`config.mk`:
```
export PLATFORM = sky130hd
export DESIGN_NAME = fill_path_top
export DESIGN_NICKNAME = d
export VERILOG_FILES = /design/src/fill_pkg.sv /design/src/fill_req_if.sv /design/src/fill_arbiter.sv /design/src/fill_fifo.sv /design/src/fill_path_top.sv /design/src/rmiss_handler.sv /design/src/tag_compare.sv
export SDC_FILE = /design/constraint.sdc
export NUM_CORES = 1
export LEC_CHECK = 0
export BUFFER_PORTS_ARGS = -buffer_cell sky130_fd_sc_hd__clkbuf_2
export CORE_ASPECT_RATIO = 1.4
export CORE_MARGIN = 4
export CORE_UTILIZATION = 52
export CTS_CLUSTER_SIZE = 8
export DETAILED_ROUTE_END_ITERATION = 12
export PLACE_DENSITY_LB_ADDON = 0.12
export SETUP_SLACK_MARGIN = 0.4
export SLEW_MARGIN = 20
export SYNTH_ARGS = -nofsm -noshare
export SYNTH_HDL_FRONTEND = slang
export SYNTH_SLANG_ARGS = --single-unit
```
`constraint.sdc`:
```
create_clock -name clk -period 6.05 [get_ports clk]
set_input_delay 0.605 -clock clk [delete_from_list [all_inputs] [get_ports clk]]
set_output_delay 0.605 -clock clk [all_outputs]
set_load 0.01 [all_outputs]
```
`src/fill_pkg.sv`:
```
package fill_pkg;

	// ~~~~~~~~~~~~~~~~~~~~~~~~~~~~~~
	// widths
	// ~~~~~~~~~~~~~~~~~~~~~~~~~~~~~~
	localparam int ADDR_W = 16;	// word address
	localparam int DATA_W = 32;

	typedef enum logic {
		OP_READ  = 1'b0,
		OP_WRITE = 1'b1
	} req_op_e;

	typedef enum logic {
		SRC_WRITE_HIT = 1'b0,
		SRC_REFILL    = 1'b1
	} fill_src_e;

	typedef enum logic {
		ARB_IDLE = 1'b0,
		ARB_REQ  = 1'b1
	} arb_state_e;

	// one word headed for the data array, 49 bits
	typedef struct packed {
		fill_src_e          src;
		logic [ADDR_W-1:0]  addr;
		logic [DATA_W-1:0]  data;
	} fill_entry_t;

endpackage

```
`src/fill_req_if.sv`:
```
interface fill_req_if;

	logic                  valid;
	logic                  ready;	// one-cycle pulse from the arbiter
	fill_pkg::fill_entry_t entry;

	// valid and entry held until ready is seen
	modport producer (
		output valid,
		output entry,
		input  ready
	);

	modport arbiter (
		input  valid,
		input  entry,
		output ready
	);

endinterface

```
`src/fill_arbiter.sv`:
```
module fill_arbiter (
	input  logic                   clk,
	input  logic                   rst_n,
	input  logic                   fifo_afull_i,
	output logic                   fifo_wren_o,
	output fill_pkg::fill_entry_t  fifo_wdata_o,
	fill_req_if.arbiter            wh_req,
	fill_req_if.arbiter            rf_req
);

	fill_pkg::arb_state_e   state;
	fill_pkg::fill_entry_t  entry_q;
	logic                   wh_ready_q;
	logic                   rf_ready_q;
	logic                   last_wh;	// write hit served last
	logic                   pick_wh;
	logic                   pick_rf;

	assign pick_wh = wh_req.valid && (!rf_req.valid || !last_wh);
	assign pick_rf = rf_req.valid && (!wh_req.valid || last_wh);

	assign wh_req.ready = wh_ready_q;
	assign rf_req.ready = rf_ready_q;

	assign fifo_wren_o  = (state == fill_pkg::ARB_REQ) && !fifo_afull_i;
	assign fifo_wdata_o = entry_q;

	always_ff @(posedge clk) begin
		if (!rst_n) begin
			state      <= fill_pkg::ARB_IDLE;
			wh_ready_q <= 1'b0;
			rf_ready_q <= 1'b0;
			last_wh    <= 1'b0;
		end else begin
			case (state)
				fill_pkg::ARB_IDLE: begin
					if (!fifo_afull_i && pick_wh) begin
						wh_ready_q <= 1'b1;
						last_wh    <= 1'b1;
						state      <= fill_pkg::ARB_REQ;
					end else if (!fifo_afull_i && pick_rf) begin
						rf_ready_q <= 1'b1;
						last_wh    <= 1'b0;
						state      <= fill_pkg::ARB_REQ;
					end
				end
				fill_pkg::ARB_REQ: begin
					wh_ready_q <= 1'b0;
					rf_ready_q <= 1'b0;
					if (!fifo_afull_i)
						state <= fill_pkg::ARB_IDLE;	// written this cycle
				end
				default: state <= fill_pkg::ARB_IDLE;
			endcase
		end
	end

	always_ff @(posedge clk) begin
		if (state == fill_pkg::ARB_IDLE && !fifo_afull_i && (pick_wh || pick_rf))
			entry_q <= pick_wh ? wh_req.entry : rf_req.entry;
	end

	// a served requester drops valid so its entry is written once
	a_wh_drop: assert property (@(posedge clk) disable iff (!rst_n)
		wh_req.ready |=> !wh_req.valid);

	a_rf_drop: assert property (@(posedge clk) disable iff (!rst_n)
		rf_req.ready |=> !rf_req.valid);

endmodule

```
`src/fill_fifo.sv`:
```
module fill_fifo #(
	parameter int FIFO_DEPTH = 4
) (
	input  logic                   clk,
	input  logic                   rst_n,
	input  logic                   wren_i,
	input  fill_pkg::fill_entry_t  wdata_i,
	input  logic                   pop_i,
	output logic                   afull_o,
	output logic                   valid_o,
	output fill_pkg::fill_entry_t  rdata_o
);

	localparam int PTR_W = (FIFO_DEPTH > 1) ? $clog2(FIFO_DEPTH) : 1;
	localparam int CNT_W = $clog2(FIFO_DEPTH + 1);

	fill_pkg::fill_entry_t  mem [FIFO_DEPTH];
	logic [PTR_W-1:0]       wr_ptr;
	logic [PTR_W-1:0]       rd_ptr;
	logic [CNT_W-1:0]       count;
	logic                   pop;

	assign pop     = pop_i && valid_o;
	assign valid_o = (count != '0);
	assign rdata_o = mem[rd_ptr];	// show-ahead head
	assign afull_o = (count >= CNT_W'(FIFO_DEPTH - 1));

	always_ff @(posedge clk) begin
		if (!rst_n) begin
			wr_ptr <= '0;
			rd_ptr <= '0;
			count  <= '0;
		end else begin
			if (wren_i)
				wr_ptr <= (wr_ptr == PTR_W'(FIFO_DEPTH - 1)) ? '0 : wr_ptr + 1'b1;
			if (pop)
				rd_ptr <= (rd_ptr == PTR_W'(FIFO_DEPTH - 1)) ? '0 : rd_ptr + 1'b1;
			if (wren_i && !pop)
				count <= count + 1'b1;
			else if (!wren_i && pop)
				count <= count - 1'b1;
		end
	end

	always_ff @(posedge clk) begin
		if (wren_i)
			mem[wr_ptr] <= wdata_i;
	end

	// the arbiter must respect afull
	a_no_overflow: assert property (@(posedge clk) disable iff (!rst_n)
		wren_i |-> count != CNT_W'(FIFO_DEPTH));

endmodule

```
`src/fill_path_top.sv`:
```
module fill_path_top #(
	parameter int INDEX_BITS = 3,
	parameter int FIFO_DEPTH = 4
) (
	input  logic                          clk,
	input  logic                          rst_n,
	input  logic                          req_valid_i,
	input  fill_pkg::req_op_e             req_op_i,
	input  logic [fill_pkg::ADDR_W-1:0]   req_addr_i,
	input  logic [fill_pkg::DATA_W-1:0]   req_data_i,
	output logic                          req_ready_o,
	output logic                          rsp_valid_o,
	output logic                          rsp_hit_o,
	output logic                          mem_req_o,
	output logic [fill_pkg::ADDR_W-1:0]   mem_addr_o,
	input  logic                          mem_rsp_i,
	input  logic [fill_pkg::DATA_W-1:0]   mem_data_i,
	output logic                          fill_valid_o,
	output fill_pkg::fill_src_e           fill_src_o,
	output logic [fill_pkg::ADDR_W-1:0]   fill_addr_o,
	output logic [fill_pkg::DATA_W-1:0]   fill_data_o,
	input  logic                          fill_pop_i
);

	logic                         miss_valid;
	logic [fill_pkg::ADDR_W-1:0]  miss_addr;
	logic                         busy;
	logic                         fifo_wren;
	logic                         fifo_afull;
	fill_pkg::fill_entry_t        fifo_wdata;
	fill_pkg::fill_entry_t        fill_head;

	fill_req_if wh_req ();
	fill_req_if rf_req ();

	// ~~~~~~~~~~~~~~~~~~~~~~~~~~~~~~
	// decode, execute, result
	// ~~~~~~~~~~~~~~~~~~~~~~~~~~~~~~
	tag_compare #(.INDEX_BITS(INDEX_BITS)) u_tag_compare (
		.clk, .rst_n, .req_valid_i, .req_op_i, .req_addr_i, .req_data_i,
		.busy_i(busy), .req_ready_o, .rsp_valid_o, .rsp_hit_o,
		.miss_valid_o(miss_valid), .miss_addr_o(miss_addr), .wh_req(wh_req.producer)
	);

	rmiss_handler u_rmiss_handler (
		.clk, .rst_n, .miss_valid_i(miss_valid), .miss_addr_i(miss_addr),
		.mem_rsp_i, .mem_data_i, .busy_o(busy), .mem_req_o, .mem_addr_o,
		.rf_req(rf_req.producer)
	);

	fill_arbiter u_fill_arbiter (
		.clk, .rst_n, .fifo_afull_i(fifo_afull), .fifo_wren_o(fifo_wren),
		.fifo_wdata_o(fifo_wdata), .wh_req(wh_req.arbiter), .rf_req(rf_req.arbiter)
	);

	fill_fifo #(.FIFO_DEPTH(FIFO_DEPTH)) u_fill_fifo (
		.clk, .rst_n, .wren_i(fifo_wren), .wdata_i(fifo_wdata), .pop_i(fill_pop_i),
		.afull_o(fifo_afull), .valid_o(fill_valid_o), .rdata_o(fill_head)
	);

	assign fill_src_o  = fill_head.src;	// head entry split for the data array
	assign fill_addr_o = fill_head.addr;
	assign fill_data_o = fill_head.data;

endmodule

```
`src/rmiss_handler.sv`:
```
module rmiss_handler (
	input  logic                          clk,
	input  logic                          rst_n,
	input  logic                          miss_valid_i,
	input  logic [fill_pkg::ADDR_W-1:0]   miss_addr_i,
	input  logic                          mem_rsp_i,
	input  logic [fill_pkg::DATA_W-1:0]   mem_data_i,
	output logic                          busy_o,
	output logic                          mem_req_o,
	output logic [fill_pkg::ADDR_W-1:0]   mem_addr_o,
	fill_req_if.producer                  rf_req
);

	typedef enum logic [1:0] {
		RM_IDLE,
		RM_WAIT,	// memory request out
		RM_OFFER	// refill entry offered to the arbiter
	} rm_state_e;

	rm_state_e                    state;
	logic [fill_pkg::ADDR_W-1:0]  miss_addr_q;
	logic [fill_pkg::DATA_W-1:0]  data_q;

	assign busy_o       = (state != RM_IDLE);
	assign mem_addr_o   = miss_addr_q;
	assign rf_req.valid = (state == RM_OFFER);
	assign rf_req.entry = '{src: fill_pkg::SRC_REFILL, addr: miss_addr_q, data: data_q};

	always_ff @(posedge clk) begin
		if (!rst_n) begin
			state     <= RM_IDLE;
			mem_req_o <= 1'b0;
		end else begin
			mem_req_o <= 1'b0;
			case (state)
				RM_IDLE: begin
					if (miss_valid_i) begin
						mem_req_o <= 1'b1;
						state     <= RM_WAIT;
					end
				end
				RM_WAIT: begin
					if (mem_rsp_i)
						state <= RM_OFFER;
				end
				RM_OFFER: begin
					if (rf_req.ready)
						state <= RM_IDLE;	// entry taken
				end
				default: state <= RM_IDLE;
			endcase
		end
	end

	always_ff @(posedge clk) begin
		if (state == RM_IDLE && miss_valid_i)
			miss_addr_q <= miss_addr_i;
		if (state == RM_WAIT && mem_rsp_i)
			data_q <= mem_data_i;
	end

	// the decode stage holds requests while a miss is in flight
	a_one_miss: assert property (@(posedge clk) disable iff (!rst_n)
		miss_valid_i |-> !busy_o);

endmodule

```
`src/tag_compare.sv`:
```
module tag_compare #(
	parameter int INDEX_BITS = 3
) (
	input  logic                          clk,
	input  logic                          rst_n,
	input  logic                          req_valid_i,
	input  fill_pkg::req_op_e             req_op_i,
	input  logic [fill_pkg::ADDR_W-1:0]   req_addr_i,
	input  logic [fill_pkg::DATA_W-1:0]   req_data_i,
	input  logic                          busy_i,
	output logic                          req_ready_o,
	output logic                          rsp_valid_o,
	output logic                          rsp_hit_o,
	output logic                          miss_valid_o,
	output logic [fill_pkg::ADDR_W-1:0]   miss_addr_o,
	fill_req_if.producer                  wh_req
);

	localparam int LINES = 1 << INDEX_BITS;
	localparam int TAG_W = fill_pkg::ADDR_W - INDEX_BITS;

	logic [LINES-1:0]             line_valid;
	logic [TAG_W-1:0]             line_tag [LINES];

	logic                         stage_valid;
	fill_pkg::req_op_e            stage_op;
	logic [fill_pkg::ADDR_W-1:0]  stage_addr;
	logic [fill_pkg::DATA_W-1:0]  stage_data;
	logic [INDEX_BITS-1:0]        stage_idx;
	logic [TAG_W-1:0]             stage_tag;

	logic accept, hit, wr_hit;
	logic wh_hold, wh_hold_n;
	logic miss_wait, miss_wait_n;

	assign accept    = req_valid_i && req_ready_o;
	assign stage_idx = stage_addr[INDEX_BITS-1:0];
	assign stage_tag = stage_addr[fill_pkg::ADDR_W-1:INDEX_BITS];
	assign hit       = line_valid[stage_idx] && (line_tag[stage_idx] == stage_tag);
	assign wr_hit    = stage_valid && (stage_op == fill_pkg::OP_WRITE) && hit;

	assign rsp_valid_o  = stage_valid;
	assign rsp_hit_o    = hit;
	assign miss_valid_o = stage_valid && (stage_op == fill_pkg::OP_READ) && !hit;
	assign miss_addr_o  = stage_addr;

	assign wh_req.valid = wr_hit || wh_hold;
	assign wh_req.entry = '{src: fill_pkg::SRC_WRITE_HIT, addr: stage_addr, data: stage_data};

	assign wh_hold_n   = wh_req.valid && !wh_req.ready;
	assign miss_wait_n = miss_valid_o || (miss_wait && busy_i);	// until refill is taken

	always_ff @(posedge clk) begin
		if (!rst_n) begin
			req_ready_o <= 1'b0;
			stage_valid <= 1'b0;
			wh_hold     <= 1'b0;
			miss_wait   <= 1'b0;
			line_valid  <= '0;
		end else begin
			stage_valid <= accept;
			wh_hold     <= wh_hold_n;
			miss_wait   <= miss_wait_n;
			req_ready_o <= !accept && !wh_hold_n && !miss_wait_n;
			if (miss_valid_o)
				line_valid[stage_idx] <= 1'b1;	// allocate on read miss
		end
	end

	always_ff @(posedge clk) begin
		if (accept) begin
			stage_op   <= req_op_i;
			stage_addr <= req_addr_i;
			stage_data <= req_data_i;
		end
		if (miss_valid_o)
			line_tag[stage_idx] <= stage_tag;
	end

	a_wh_stable: assert property (@(posedge clk) disable iff (!rst_n)
		wh_req.valid && !wh_req.ready |=> wh_req.valid && $stable(wh_req.entry));

endmodule

```
==> Yosys cells after proc, flatten, opt, wreduce, memory -nomap -nowiden <==
Memory sizes are Yosys's and may differ from the RTL's. A register that Yosys moved wholly into a read port is not among the register bits.
Cells that the tools add are included.
{ "totals": {"register_bits": 172, "ramBits": 300, "in_bits": 86, "output_inout_bits": 70, "word_cells": 124, "n_memories": 2} }
{ "classes": {"add_sub_neg": 4, "n_lt_le_gt_ge": 3, "eq_ne": 11, "n_mux": 31, "bitwise": 3, "reduce_logical": 48} }
{ "mem_list": {"columns": ["name", "words", "word_bits", "read_ports", "rd_ports_with_merged_regs", "write_ports", "line", "text"], "rows": [
  ["u_fill_fifo.mem", 4, 49, 1, 1, 1, "fill_fifo.sv:17", "fill_pkg::fill_entry_t mem [FIFO_DEPTH];"],
  ["u_tag_compare.line_tag", 8, 13, 1, 1, 1, "tag_compare.sv:23", "logic [TAG_W-1:0] line_tag [LINES];"]
]} }
{ "op_table": {"columns": ["cell", "n"], "rows": [
  ["$mux W49", 1],
  ["$logic_and A1 B1 Y1", 23],
  ["$mux W1", 14],
  ["$mux W2", 7],
  ["$eq A13 B13 Y1", 1],
  ["$logic_not A1 Y1", 11],
  ["$mux W3", 3],
  ["$or A8 B8 Y8", 1],
  ["$eq A2 B2 Y1 const B", 3],
  ["$ne A2 B1 Y1 const B", 3],
  ["$ne A2 B2 Y1 const B", 3],
  ["$pmux W1 S2", 3],
  ["$pmux W2 S3", 1],
  ["$reduce_and A2 Y1", 3],
  ["$reduce_bool A2 Y1", 3],
  ["$logic_or A1 B1 Y1", 5],
  ["$add A2 B1 Y2 const B", 2],
  ["$lt A3 B4 Y1 const B", 1],
  ["$add A3 B1 Y3 const B", 1],
  ["$bmux W1 S3", 1],
  ["$demux W1 S3", 1],
  ["$ge A3 B1 Y1 const B", 1],
  ["$ge A3 B2 Y1 const B", 1],
  ["$reduce_and A3 Y1", 1],
  ["5 further kinds", 6]
]} }

==> Depth between registers and ports, before layout <==
{ "logic_depth": {"ltp_word": 12, "depth_mapped": 13, "mapped_depth_nobuf": 9} }

==> Cells and area by module <==
From an unflattened synthesis, not the netlist that was laid out.
{ "unflattened": {"hier_cells": 834, "hier_area_um2": 17943.5} }
{ "by_module_without_submodules": {"columns": ["module", "n_inst", "cells_each", "area_per_inst_um2", "seq_area_each_um2"], "rows": [
  ["fill_fifo", 1, 302, 7551.0, 6065.8],
  ["tag_compare", 1, 330, 6384.9, 4894.7],
  ["fill_arbiter", 1, 123, 2294.7, 1551.5],
  ["rmiss_handler", 1, 79, 1712.9, 1501.4]
]} }

==> Least setup slack after synthesis <==
OpenSTA, ideal clock, no wires.
{ "synth_path": {"path_kind": "reg2reg", "from": "register (tool-made name)", "to": "register u_fill_arbiter.entry_q, in the netlist u_fill_arbiter.fifo_wdata_o[0], enable pin", "setup_ps": 469, "arrival_ps": 4450, "setup_slack_ps": 1132, "path_stages_with_launch": 11, "n_path_buf": 3, "path_cell_list": "dfxtp_1 -> buf_2 -> buf_2 -> mux4_2 -> mux2i_1 -> xor2_1 -> nand4_1 -> and4b_1 -> buf_2 -> a21oi_1 -> a21boi_1"} }
{ "synth_lines": {"columns": ["element", "line", "text"], "rows": [
  ["to (signal assigned)", "fill_arbiter.sv:60", "entry_q <= pick_wh ? wh_req.entry : rf_req.entry;"],
  ["to (decl)", "fill_arbiter.sv:12", "fill_pkg::fill_entry_t entry_q;"]
]} }

==> impl_metrics.env <==
export IMPL_p_per_area_mw_per_mm2=353.3
export IMPL_port_buffers=155
export IMPL_grt_pass1_wl_um=63070
export IMPL_rsz0062_at_grt="no"
export IMPL_crit_buf_inv=1
export IMPL_path_depth=7
export IMPL_use_met1_pct=26.63
export IMPL_async_flop_share_pct=0
export IMPL_die_w_um=169.8
export IMPL_finalWeightedCongestion=0.8473
export IMPL_ys_types=56
export IMPL_synth_edf_count=446
export IMPL_wl_per_cell_um=23.65
export IMPL_peakVddDrop_uv=237.1
export IMPL_final_antenna_net_count=0
export IMPL_drv_cap=0
export IMPL_fin_worst_skew_ns=0.01653
export IMPL_crit_type="reg2reg"
export IMPL_grt_max_degree=99
export IMPL_max_freq_ghz=0.2385
export IMPL_max_stage_delay_ns=0.95
export IMPL_grtUsageMet3_pct=3.326
export IMPL_hold_class="in2reg"
export IMPL_status="finished clean"
export IMPL_num_vias=10240
export IMPL_p_seq_share_pct=48.2
export IMPL_critPathCaptureType="register"
export IMPL_initial_core_util_pct=52.93
export IMPL_boundaryPins=156
export IMPL_synthesis_nets=1194
export IMPL_reg2reg_slack_ns=1.86
export IMPL_hold_violations=0
export IMPL_drv_slew=0
export IMPL_rr_worst_depth=7
export IMPL_synth_cells=1101
export IMPL_fillCellCount=2632
export IMPL_cts_root_buffer="clkbuf_16"
export IMPL_critical_path_top_delay_family="flip-flops"
export IMPL_synth_cell_area_mm2=0.01906
export IMPL_grt_usage_pct=20.89
export IMPL_syn_to_final_growth_pct=15.26
export IMPL_cts_resized=0
export IMPL_cts_buffer_depth=3
export IMPL_synthTopCellsByArea="edfxtp_1 (70%), mux4_2 (8.2%), dfxtp_1 (3.3%), and3_1 (1.9%), nor2b_1 (1.9%)"
export IMPL_dpl_hpwl_um=25850
export IMPL_p_sw_share_pct=21.80
export IMPL_tns_ns=0
export IMPL_ctsHoldBuffers=0
export IMPL_cp_arrival_ns=4.38
export IMPL_cp_max_fo=21
export IMPL_p_leak_nw=7.608
export IMPL_synth_seq_cells=477
export IMPL_p_int_mw=6.069
export IMPL_fin_hold_ws_ns=0.2137
export IMPL_cp_endpoint="u_tag_compare.line_tag[1][4]"
export IMPL_post_drt_via_cell_ratio=5.887
export IMPL_post_cts_setup_buffer_count=0
export IMPL_drtIter0Drc=685
export IMPL_clk_latency_ns=0.57
export IMPL_die_h_um=234.5
export IMPL_clkTransAtPathRegs_ns=0.05
export IMPL_final_layout_size_suffix_gt1_share_pct=26.86
export IMPL_critPathRequiredTime_ns=6.24
export IMPL_grt_busiest_layer="met2"
export IMPL_use_met2_pct=35.66
export IMPL_synth_top_cell_area_share_pct=70.26
export IMPL_cts_sinks=477
export IMPL_reg2reg_to="u_tag_compare.line_tag[1][4]"
export IMPL_setup_viol=0
export IMPL_fin_nets=1350
export IMPL_cp_start_kind="register"
export IMPL_max_slew_margin_rel_pct=26.45
export IMPL_comb_power_share_pct=8.9
export IMPL_tritoncts="done"
export IMPL_yosys_warnings=0
export IMPL_cts_htree_levels=3
export IMPL_fin_util_pct=61.01
export IMPL_yosys_most_used_dff="edfxtp_1"
export IMPL_cts_buffers=69
export IMPL_dieArea_mm2=0.03983
export IMPL_coreArea_mm2=0.03601
export IMPL_cp_slowest_cell="dfxtp_1"
export IMPL_syn_avg_cell_area_um2=17.31
export IMPL_antenna_found_initial=0
export IMPL_num_rows=82
export IMPL_worst_pin_slew_ns=1.103
export IMPL_first_pass_iters=4
export IMPL_synth_yosys_seq_area_share_pct=73.52
export IMPL_worstPathCellList="buf_4 -> mux4_2 -> mux2i_1 -> xor2_1 -> nand4_1 -> o311a_1 -> and3_1"
export IMPL_antenna_cells=0
export IMPL_p_sw_mw=1.692
export IMPL_route_detailed_drc=0
export IMPL_power_frac_clock_pct=43.0
export IMPL_yosys_area_top_type="edfxtp_1"
export IMPL_period_share_pct=69.29
export IMPL_drt_total_wl_um=41140
export IMPL_grt_pass1_vias=10720
export IMPL_layout_min_cycle_time_ns=4.192
export IMPL_grt_overflow=0
## kinds of logic (layout without fill, tap and decap cells)
group / count (synthesis) / count (layout) / share of synthesized area [%]
AO/OA/AOI/OAI: 138 / 138 / 4.201
XOR/XNOR: 12 / 12 / 0.6302
adder cells (fa/ha/maj): 7 / 7 / 0.4989
buffers and inverters: 97 / 273 / 2.705
flip-flops: 477 / 477 / 73.52
multiplexers: 99 / 99 / 9.925
AND/OR/NAND/NOR: 271 / 271 / 8.520
## power by group through the flow
stage	Combinational (mW)	Sequential, mW	Clock (mW)
2_1_floorplan	0.515	3.73	0
3_3_place_gp	0.704	3.80	0
3_5_place_dp	0.709	3.80	0
4_1_cts	0.708	3.74	3.41
5_1_grt	0.750	3.75	3.56
6_report	0.689	3.74	3.33
## metrics by stage
step	std cells	cell area (µm²)	power (mW)	setup slack, ns
2_1_floorplan	1101	19060	4.242	1.132
3_3_place_gp	1648	20110	4.504	1.917
3_5_place_dp	1648	20110	4.513	1.830
4_1_cts	1739	21970	7.862	1.832
5_1_grt	1739	21970	8.062	1.657
6_report	1739	21970	7.762	1.858
## area by class of cell
type	instances	area [µm²]	area share (%)
clock buffers	85	1808	8.229
flip-flops and latches	477	14020	63.81
inverters	9	33.78	0.1538
repair buffers	173	910.9	4.146
clock inverters	6	56.30	0.2563
multi-input cells	527	4563	20.77
well taps	462	578.1	2.631
## per-layer routing
metal / part of all wire [%] / up-vias
li1: - / 4668
met2: 52 / 290
met5: 0 / -
met3: 4.6 / 76
met4: 3.6 / 0
met1: 40 / 5203
## cells in the mapped netlist, drive strengths merged, types with 2 or more instances
cell	number
edfxtp	446
mux4	69
and3	59
nor2b	59
o21ai	55
nand3	54
a21oi	53
nand4	50
buf	46
clkbuf	42
dfxtp	31
mux2i	20
nand2	11
mux2	10
xor2	10
inv	9
a32o	8
nor2	7
and2	6
ha	6
and3b	5
nor3	4
a21boi	3
nand3b	3
o22ai	3
or3	3
a21o	2
a22o	2
and4b	2
nand2b	2
nand4b	2
o21a	2
o311a	2
xnor2	2
## registers in the layout, summed over array words and instances (netlist names), 2 cells and up, named ones only
signal                       count
u_fill_fifo.count                3
u_tag_compare.miss_addr_o       16
u_fill_fifo.wr_ptr               2
u_tag_compare.line_tag         104
u_fill_arbiter.fifo_wdata_o     49
u_rmiss_handler.mem_addr_o      16
u_rmiss_handler.data_q          32
u_fill_fifo.rd_ptr               2
u_tag_compare.line_valid         8
u_rmiss_handler.state            2
u_tag_compare.stage_data        32
u_fill_fifo.mem                196
## how the worst min path moves through the flow
stage	slack, ns	depth (start not counted)	to	from
after floorplan	0.42	0	u_rmiss_handler.mem_addr_o[2]	u_tag_compare.miss_addr_o[2]
after global placement	0.44	1	u_tag_compare.line_valid[1]	u_tag_compare.line_valid[1]
after global routing	0.20	1	u_rmiss_handler.data_q[24]	mem_data_i[24]
after CTS	0.19	1	u_tag_compare.miss_addr_o[8]	req_addr_i[8]
after detailed placement	0.45	2	u_fill_arbiter.wh_req.ready	u_fill_arbiter.wh_req.ready
final	0.21	1	u_rmiss_handler.data_q[24]	mem_data_i[24]
## worst register-to-register path: cells and delay by family (launching register included)
family,cells,cell delay [ns]
buf+inv,1,0.34
xor+xnor,1,0.15
mux,2,0.72
flops,1,0.95
simple gates,2,0.93
compound gates,1,0.73
## placed cells by master (no fill, tap or decap), types with 8 or more instances in the layout
| cell | instances |
|---|---|
| clkbuf_2 | 155 |
| buf_4 | 18 |
| inv_1 | 8 |
| nand2_1 | 10 |
| clkbuf_16 | 70 |
| and3_1 | 55 |
| o21ai_1 | 51 |
| nor2b_1 | 59 |
| nand4_1 | 50 |
| a21oi_1 | 53 |
| mux2i_1 | 18 |
| mux4_2 | 69 |
| dfxtp_1 | 28 |
| clkbuf_1 | 15 |
| a32o_1 | 8 |
| nand3_1 | 54 |
| edfxtp_1 | 446 |
| xor2_1 | 8 |
No activity file was read; power rests on OpenSTA's default activity.
